### src/verilog/bus_pkg.sv
package bus_pkg;

    localparam int addr_w = 32;
    localparam int data_w = 32;
    localparam int id_w   = 4;
    localparam int len_w  = 8;
    localparam int strb_w = 4;

    localparam logic [1:0] resp_okay = 2'b00;

    // 64 KiB timer window
    localparam logic [addr_w-1:0] clint_base = 32'h0200_0000;
    localparam logic [addr_w-1:0] clint_mask = 32'hffff_0000;

    // word offsets inside the window
    localparam logic [15:0] mtime_lo_off = 16'h0000;
    localparam logic [15:0] mtime_hi_off = 16'h0004;

    // shared by ar and aw
    typedef struct packed {
        logic [addr_w-1:0] addr;
        logic [id_w-1:0]   id;
        logic [len_w-1:0]  len;
        logic [2:0]        size;
        logic [1:0]        burst;
    } axi_addr_t;

    typedef struct packed {
        logic [data_w-1:0] data;
        logic [1:0]        resp;
        logic              last;
        logic [id_w-1:0]   id;
    } axi_rdata_t;

    typedef struct packed {
        logic [data_w-1:0] data;
        logic [strb_w-1:0] strb;
        logic              last;
    } axi_wdata_t;

    typedef struct packed {
        logic [1:0]      resp;
        logic [id_w-1:0] id;
    } axi_bresp_t;

    // who owns the outstanding read
    typedef enum logic {
        owner_fetch = 1'b0,
        owner_lsu   = 1'b1
    } rd_owner_t;

endpackage

### src/verilog/clint_timer.sv
module clint_timer (
    input  logic                clock,
    input  logic                arst_n,

    input  logic                arvalid,
    output logic                arready,
    input  bus_pkg::axi_addr_t  ar,
    output logic                rvalid,
    input  logic                rready,
    output bus_pkg::axi_rdata_t r
);
    import bus_pkg::*;

    logic [63:0]       mtime;
    logic [data_w-1:0] rdata_q;
    logic [id_w-1:0]   rid_q;
    logic [data_w-1:0] rd_word;

    // free running machine timer
    always_ff @(posedge clock or negedge arst_n) begin
        if (!arst_n) begin
            mtime <= '0;
        end else begin
            mtime <= mtime + 64'd1;
        end
    end

    always_comb begin
        if (ar.addr[15:0] == mtime_lo_off) begin
            rd_word = mtime[31:0];
        end else if (ar.addr[15:0] == mtime_hi_off) begin
            rd_word = mtime[63:32];
        end else begin
            rd_word = '0;
        end
    end

    assign arready = !rvalid;

    always_ff @(posedge clock or negedge arst_n) begin
        if (!arst_n) begin
            rvalid <= 1'b0;
        end else if (arvalid && arready) begin
            rvalid <= 1'b1;
        end else if (rready) begin
            rvalid <= 1'b0;
        end
    end

    // payload captured on accept and held until taken
    always_ff @(posedge clock) begin
        if (arvalid && arready) begin
            rdata_q <= rd_word;
            rid_q   <= ar.id;
        end
    end

    assign r = '{data: rdata_q, resp: resp_okay, last: 1'b1, id: rid_q};

    a_resp_after_accept: assert property (
        @(posedge clock) disable iff (!arst_n)
        $rose(rvalid) |-> $past(arvalid && arready)
    );

endmodule

### src/verilog/mem_fabric.sv
module mem_fabric (
    input  logic                clock,
    input  logic                arst_n,

    input  logic                fetch_arvalid,
    output logic                fetch_arready,
    input  bus_pkg::axi_addr_t  fetch_ar,
    output logic                fetch_rvalid,
    input  logic                fetch_rready,
    output bus_pkg::axi_rdata_t fetch_r,

    input  logic                lsu_arvalid,
    output logic                lsu_arready,
    input  bus_pkg::axi_addr_t  lsu_ar,
    output logic                lsu_rvalid,
    input  logic                lsu_rready,
    output bus_pkg::axi_rdata_t lsu_r,
    input  logic                lsu_awvalid,
    output logic                lsu_awready,
    input  bus_pkg::axi_addr_t  lsu_aw,
    input  logic                lsu_wvalid,
    output logic                lsu_wready,
    input  bus_pkg::axi_wdata_t lsu_w,
    output logic                lsu_bvalid,
    input  logic                lsu_bready,
    output bus_pkg::axi_bresp_t lsu_b,

    output logic                mst_arvalid,
    input  logic                mst_arready,
    output bus_pkg::axi_addr_t  mst_ar,
    input  logic                mst_rvalid,
    output logic                mst_rready,
    input  bus_pkg::axi_rdata_t mst_r,
    output logic                mst_awvalid,
    input  logic                mst_awready,
    output bus_pkg::axi_addr_t  mst_aw,
    output logic                mst_wvalid,
    input  logic                mst_wready,
    output bus_pkg::axi_wdata_t mst_w,
    input  logic                mst_bvalid,
    output logic                mst_bready,
    input  bus_pkg::axi_bresp_t mst_b
);
    import bus_pkg::*;

    logic       gnt_arvalid;
    logic       gnt_arready;
    axi_addr_t  gnt_ar;
    logic       gnt_rvalid;
    logic       gnt_rready;
    axi_rdata_t gnt_r;

    logic       tmr_arvalid;
    logic       tmr_arready;
    axi_addr_t  tmr_ar;
    logic       tmr_rvalid;
    logic       tmr_rready;
    axi_rdata_t tmr_r;

    // writes go straight to the master port
    assign mst_awvalid = lsu_awvalid;
    assign lsu_awready = mst_awready;
    assign mst_aw      = lsu_aw;
    assign mst_wvalid  = lsu_wvalid;
    assign lsu_wready  = mst_wready;
    assign mst_w       = lsu_w;
    assign lsu_bvalid  = mst_bvalid;
    assign mst_bready  = lsu_bready;
    assign lsu_b       = mst_b;

    read_arbiter u_arbiter (
        .clock         (clock),
        .arst_n        (arst_n),
        .fetch_arvalid (fetch_arvalid),
        .fetch_arready (fetch_arready),
        .fetch_ar      (fetch_ar),
        .fetch_rvalid  (fetch_rvalid),
        .fetch_rready  (fetch_rready),
        .fetch_r       (fetch_r),
        .lsu_arvalid   (lsu_arvalid),
        .lsu_arready   (lsu_arready),
        .lsu_ar        (lsu_ar),
        .lsu_rvalid    (lsu_rvalid),
        .lsu_rready    (lsu_rready),
        .lsu_r         (lsu_r),
        .gnt_arvalid   (gnt_arvalid),
        .gnt_arready   (gnt_arready),
        .gnt_ar        (gnt_ar),
        .gnt_rvalid    (gnt_rvalid),
        .gnt_rready    (gnt_rready),
        .gnt_r         (gnt_r)
    );

    read_router u_router (
        .clock       (clock),
        .arst_n      (arst_n),
        .arvalid     (gnt_arvalid),
        .arready     (gnt_arready),
        .ar          (gnt_ar),
        .rvalid      (gnt_rvalid),
        .rready      (gnt_rready),
        .r           (gnt_r),
        .mst_arvalid (mst_arvalid),
        .mst_arready (mst_arready),
        .mst_ar      (mst_ar),
        .mst_rvalid  (mst_rvalid),
        .mst_rready  (mst_rready),
        .mst_r       (mst_r),
        .tmr_arvalid (tmr_arvalid),
        .tmr_arready (tmr_arready),
        .tmr_ar      (tmr_ar),
        .tmr_rvalid  (tmr_rvalid),
        .tmr_rready  (tmr_rready),
        .tmr_r       (tmr_r)
    );

    clint_timer u_clint (
        .clock   (clock),
        .arst_n  (arst_n),
        .arvalid (tmr_arvalid),
        .arready (tmr_arready),
        .ar      (tmr_ar),
        .rvalid  (tmr_rvalid),
        .rready  (tmr_rready),
        .r       (tmr_r)
    );

endmodule

### src/verilog/read_arbiter.sv
module read_arbiter (
    input  logic                clock,
    input  logic                arst_n,

    input  logic                fetch_arvalid,
    output logic                fetch_arready,
    input  bus_pkg::axi_addr_t  fetch_ar,
    output logic                fetch_rvalid,
    input  logic                fetch_rready,
    output bus_pkg::axi_rdata_t fetch_r,

    input  logic                lsu_arvalid,
    output logic                lsu_arready,
    input  bus_pkg::axi_addr_t  lsu_ar,
    output logic                lsu_rvalid,
    input  logic                lsu_rready,
    output bus_pkg::axi_rdata_t lsu_r,

    output logic                gnt_arvalid,
    input  logic                gnt_arready,
    output bus_pkg::axi_addr_t  gnt_ar,
    input  logic                gnt_rvalid,
    output logic                gnt_rready,
    input  bus_pkg::axi_rdata_t gnt_r
);
    import bus_pkg::*;

    logic      busy;
    logic      hold;
    rd_owner_t owner;
    rd_owner_t pick;
    logic      ar_fire;
    logic      r_done;

    // a stalled request keeps its pick so the forwarded address stays put
    always_comb begin
        if (hold) begin
            pick = owner;
        end else if (lsu_arvalid) begin
            pick = owner_lsu;
        end else begin
            pick = owner_fetch;
        end
    end

    assign gnt_arvalid = !busy && (fetch_arvalid || lsu_arvalid);
    assign gnt_ar      = (pick == owner_lsu) ? lsu_ar : fetch_ar;

    // loser never sees ready
    assign lsu_arready   = !busy && lsu_arvalid && (pick == owner_lsu) && gnt_arready;
    assign fetch_arready = !busy && fetch_arvalid && (pick == owner_fetch) && gnt_arready;

    assign ar_fire = gnt_arvalid && gnt_arready;

    // response demux by locked owner
    assign fetch_rvalid = busy && (owner == owner_fetch) && gnt_rvalid;
    assign lsu_rvalid   = busy && (owner == owner_lsu) && gnt_rvalid;
    assign fetch_r      = gnt_r;
    assign lsu_r        = gnt_r;
    assign gnt_rready   = busy && ((owner == owner_lsu) ? lsu_rready : fetch_rready);

    assign r_done = gnt_rvalid && gnt_rready && gnt_r.last;

    always_ff @(posedge clock or negedge arst_n) begin
        if (!arst_n) begin
            busy  <= 1'b0;
            hold  <= 1'b0;
            owner <= owner_fetch;
        end else begin
            if (ar_fire) begin
                busy <= 1'b1;
            end else if (r_done) begin
                busy <= 1'b0;
            end
            hold <= gnt_arvalid && !gnt_arready;
            // only moves while unlocked
            if (gnt_arvalid) begin
                owner <= pick;
            end
        end
    end

    // router must stay quiet until a read is granted
    a_no_resp_idle: assert property (
        @(posedge clock) disable iff (!arst_n)
        !busy |-> !gnt_rvalid
    );

    a_ar_stable: assert property (
        @(posedge clock) disable iff (!arst_n)
        gnt_arvalid && !gnt_arready |=> gnt_arvalid && $stable(gnt_ar)
    );

endmodule

### src/verilog/read_router.sv
module read_router (
    input  logic                clock,
    input  logic                arst_n,

    input  logic                arvalid,
    output logic                arready,
    input  bus_pkg::axi_addr_t  ar,
    output logic                rvalid,
    input  logic                rready,
    output bus_pkg::axi_rdata_t r,

    output logic                mst_arvalid,
    input  logic                mst_arready,
    output bus_pkg::axi_addr_t  mst_ar,
    input  logic                mst_rvalid,
    output logic                mst_rready,
    input  bus_pkg::axi_rdata_t mst_r,

    output logic                tmr_arvalid,
    input  logic                tmr_arready,
    output bus_pkg::axi_addr_t  tmr_ar,
    input  logic                tmr_rvalid,
    output logic                tmr_rready,
    input  bus_pkg::axi_rdata_t tmr_r
);
    import bus_pkg::*;

    logic hit_tmr;
    logic pending;
    logic sel_tmr;
    logic r_done;

    // address decode is only meaningful while idle
    assign hit_tmr = (ar.addr & clint_mask) == clint_base;

    assign tmr_arvalid = !pending && arvalid && hit_tmr;
    assign mst_arvalid = !pending && arvalid && !hit_tmr;
    assign arready     = !pending && (hit_tmr ? tmr_arready : mst_arready);
    assign mst_ar      = ar;
    assign tmr_ar      = ar;

    // response from the recorded target only
    assign rvalid     = pending && (sel_tmr ? tmr_rvalid : mst_rvalid);
    assign r          = sel_tmr ? tmr_r : mst_r;
    assign mst_rready = pending && !sel_tmr && rready;
    assign tmr_rready = pending && sel_tmr && rready;

    assign r_done = rvalid && rready && r.last;

    always_ff @(posedge clock or negedge arst_n) begin
        if (!arst_n) begin
            pending <= 1'b0;
            sel_tmr <= 1'b0;
        end else if (arvalid && arready) begin
            pending <= 1'b1;
            sel_tmr <= hit_tmr;
        end else if (r_done) begin
            pending <= 1'b0;
        end
    end

    a_one_target: assert property (
        @(posedge clock) disable iff (!arst_n)
        !(mst_arvalid && tmr_arvalid)
    );

    // timer only answers reads routed to it
    a_tmr_owned: assert property (
        @(posedge clock) disable iff (!arst_n)
        tmr_rvalid |-> pending && sel_tmr
    );

endmodule
### config.mk
export PLATFORM = sky130hd
export DESIGN_NAME = mem_fabric
export DESIGN_NICKNAME = d
export VERILOG_FILES = /design/src/verilog/bus_pkg.sv /design/src/verilog/clint_timer.sv /design/src/verilog/mem_fabric.sv /design/src/verilog/read_arbiter.sv /design/src/verilog/read_router.sv
export SDC_FILE = /design/constraint.sdc
export NUM_CORES = 1
export LEC_CHECK = 0
export BUFFER_PORTS_ARGS = -buffer_cell sky130_fd_sc_hd__buf_2
export CORE_AREA = 2 2 184 186
export CTS_BUF_LIST = sky130_fd_sc_hd__clkbuf_8
export DETAILED_ROUTE_END_ITERATION = 7
export DIE_AREA = 0 0 186 188
export GPL_TIMING_DRIVEN = 1
export HOLD_SLACK_MARGIN = 0.1
export PLACE_DENSITY_LB_ADDON = 0.25
export SLEW_MARGIN = 20
export SYNTH_ARGS = -nofsm -noshare
export SYNTH_HDL_FRONTEND = slang
export SYNTH_SLANG_ARGS = --single-unit
### constraint.sdc
create_clock -name clock -period 3.05 [get_ports clock]
set_input_delay 0.4575 -clock clock [delete_from_list [all_inputs] [get_ports clock]]
set_output_delay 0.4575 -clock clock [all_outputs]
set_load 0.03 [all_outputs]
==> out/metrics.csv <==
stage,metric,value,unit
status,outcome,completed,
timing,achievable clock frequency,0.340,GHz
clocking,maximum clock insertion buffer count,2,
worst_setup_path,WS Path Type,reg -> out,
logic_synthesis,yosys warns,0,
power,clock share of power,0.249,
power,Leak,3.65,nW
worst_setup_path,Crit path required time,2.59,ns
timing,RSZ-0062 raised after global routing,false,
global_route,vias in the first global route,5458,
power,Net Switching,1.39,mW
power,cell-internal power,2.19,mW
floorplan,# rows,67,
floorplan,chip height,188,um
timing,max-slew violation count,0,
worst_setup_path,minimum setup slack among reg-to-reg paths,0.52,ns
timing,Hold Fails Final Rpt,0,
global_route,Total GRT Usage,0.131,
cells_and_area,Total Nets Final,1087,
cells_and_area,Fill cells,3575,
worst_setup_path,Critical path origin,u_arbiter.hold,
power,switching power share of the total,0.389,
place,DP HPWL,19300,um
timing,Fin Clk Skew,0.0284,ns
route,initial DRC count,237,
floorplan,IO Pins,474,
floorplan,Die Wd,186,um
worst_setup_path,CP endpoint kind,output port,
logic_synthesis,"area leader, netlist",dfrtp_1,
logic_synthesis,Mapped Cells,700,
global_route,initial antenna violation count,2,
floorplan,Core Area,0.0331,sq mm
timing,final count of negative-setup-slack endpoints,0,
worst_setup_path,Startpoint Class,register,
worst_setup_path,crit path DAT,2.48,ns
power,Max rail drop VDD,0.173,mV
power,Combinational Power Share,0.333,
power,Reg power frac,0.418,
route,DRC Markers,0,
clocking,CTS Buf Count,9,
logic_synthesis,Mapped Nets,944,
global_route,first-pass GRT wire length,33500,um
route,Pre-antenna DRT Iters,4,
hold_path,hold crit path type,in -> reg,
hold_path,worst min-delay path startpoint,lsu_ar[15],
logic_synthesis,"top cells by area, synth","dfrtp_1 (25%), edfxtp_1 (16%), buf_4 (15%), mux2_2 (14%), xor2_1 (4.8%)",
logic_synthesis,Syn Std Cell Area,0.00697,sq mm
place,RD Place Congestion,0.762,
power,power per cell area,438,mW/mm^2
timing,relative slew slack,0.414,
flow_run,Max-cap violations,0,
clocking,CTS tree,yes,
timing,Tmin final,2.94,ns
timing,fin crit share,0.963,
global_route,largest net degree at the start of global routing,70,
logic_synthesis,Avg Inst Size Synth,9.95,sq um
timing,setup_tns,0,ns
route,Post-DRT Antenna Nets,0,
cells_and_area,share of cells above drive strength 1,0.480,
cells_and_area,Layout area overhead,17.5,%
route,total wire length,23900,um
clocking,H-tree levels,3,
logic_synthesis,Synth cell types,43,
logic_synthesis,area share of the largest cell type after synthesis,0.248,
floorplan,Die Area,0.0350,sq mm
worst_setup_path,r2r startpoint,u_arbiter.hold,
timing,Worst-Margin Slew,0.878,ns
clocking,"Reg clk slew, reported paths",0.12,ns
floorplan,Initial Utilization,0.210,
route,drt via density,4.22,
cells_and_area,Util after Layout,0.247,
clocking,clock sinks,105,
logic_synthesis,sequential share of the synthesized area,0.403,
route,wire length per cell,18.4,um
route,vias post-DR,5478,
global_route,Congestion Overflow GR,0,
place,Port Buffers,277,
clocking,CTS root buffer,clkbuf_8,
clocking,"Clk Latency, worst-skew pair",0.40,ns
logic_synthesis,"flops & latches, synth",105,
worst_setup_path,top fanout value on the critical path,53,
## per-stage QoR
step / setup WS (ns) / hold slack (ns) / cells / area [sq um] / power (mW)
2_1_floorplan: 0.340 / 0.162 / 700 / 6970 / 2.51
3_3_place_gp: 0.247 / 0.465 / 1278 / 7950 / 2.73
3_5_place_dp: 0.260 / 0.462 / 1278 / 7950 / 2.73
4_1_cts: 0.0605 / 0.353 / 1295 / 8160 / 3.64
5_1_grt: 0.00323 / 0.357 / 1297 / 8190 / 3.77
6_report: 0.112 / 0.382 / 1297 / 8190 / 3.59
## cells in the final DEF, fill, tap and decap left out, types with 2 or more instances in the layout
cell type    n
edfxtp_1    36
and4_1       6
nor2_1      23
nand3_1     25
nor4_1      18
nor4_4       3
inv_1       17
clkbuf_8     9
nor3_1      21
inv_6        2
mux2_2      85
clkinv_8     2
or2_2        2
buf_4       12
dfrtp_1     68
o21ai_0      6
xor2_1      38
and2_1       3
nand2_1     85
or4_1        2
mux2i_4      2
xnor2_1     24
nor4b_1      2
mux2i_1      2
clkinv_4     2
a21oi_1     33
and3_1       3
buf_12       3
nand4_1     16
nor2b_1      4
buf_2      276
## final timing paths
path	endpoint	depth (start not counted)
setup / recovery	mst_ar[19]	5
hold / removal	u_clint.rid_q[2]	2
setup reg to reg	u_clint.rdata_q[9]	7
hold reg to reg	u_clint.mtime[63]	1
max in group asynchronous	u_clint.mtime[32]	3
min in group asynchronous	u_clint.mtime[57]	3
## logic make-up (layout without fill, tap and decap cells)
group                    count (synthesis)  in the layout  share of synthesized area
AO/OA/AOI/OAI                           43             43                     0.0327
XOR/XNOR                                62             62                     0.0779
adder cells (fa/ha/maj)                  1              1                    0.00180
buffers and inverters                  177            325                      0.172
flip-flops                             105            105                      0.403
multiplexers                            89             89                      0.144
other                                    0              1                          0
AND/OR/NAND/NOR                        223            223                      0.169
## registers in the layout (all words and copies together), names as in the netlist
register,flops
u_arbiter.owner,1
u_router.pending,1
u_router.sel_tmr,1
u_clint.rvalid,1
u_clint.mtime,64
u_arbiter.hold,1
u_clint.rid_q,4
u_clint.rdata_q,32
## synth_stat cells, drive strengths merged
cell and n:
buf 144, mux2 85, nand2 85, dfrtp 69
xor2 38, edfxtp 36, a21oi 33, nand3 26
xnor2 24, nor2 23, nor3 22, nor4 21
inv 17, nand4 17, clkbuf 16, and4 6
o21ai 6, and2 4, and3 4, mux2i 4
nor2b 4, nor4b 2, or2 2, or4 2
a2111oi 1, a211o 1, a21o 1, and4bb 1
ha 1, nand3b 1, nand4b 1, nor3b 1
o21bai 1, or3b 1
## repair_timing
| action | in CTS | in global routing |
|---|---|---|
| gates resized for setup | 0 | 3 |
| buffers inserted | 0 | 1 |
| endpoints found under the hold margin | 26 | 0 |
| setup endpoints to repair | 0 | 2 |
| hold buffers | 1 | 0 |
## power by group through the flow
stage                     registers [mW]  clock network, mW  logic [mW]
after floorplan                     1.52                  0       0.995
after global placement              1.53                  0        1.21
after detailed placement            1.53                  0        1.20
after CTS                           1.50              0.934        1.21
after global routing                1.50              0.996        1.27
final                               1.50              0.892        1.20
## per-layer routing
metal | vias up | wire length (um) | GRT usage
met2 | 224 | 12100 | 0.235
li1 | 2572 | - | -
met3 | 20 | 1470 | 0.0262
met1 | 2662 | 9820 | 0.157
met4 | 0 | 433 | 0.0418
met5 | - | 0 | 0
## area by class of cell
class	instances	area, sq um	share of cell area
Clock buffer	9	124	0.0151
Timing Repair Buffer	292	1540	0.188
Clock inverter	7	78.8	0.00963
Tap cell	448	561	0.0685
Multi-Input combinational cell	418	3010	0.367
Sequential cell	105	2810	0.343
Inverter	17	63.8	0.00780
Antenna cell	1	2.50	0.000306
## worst max-delay path, cell delays in order, from the launching register on
cell	delay, ns
dfrtp_1	0.42
mux2i_4	0.33
buf_12	0.33
mux2i_4	0.35
inv_1	0.33
buf_2	0.29
(Power assumes the default switching activity.)
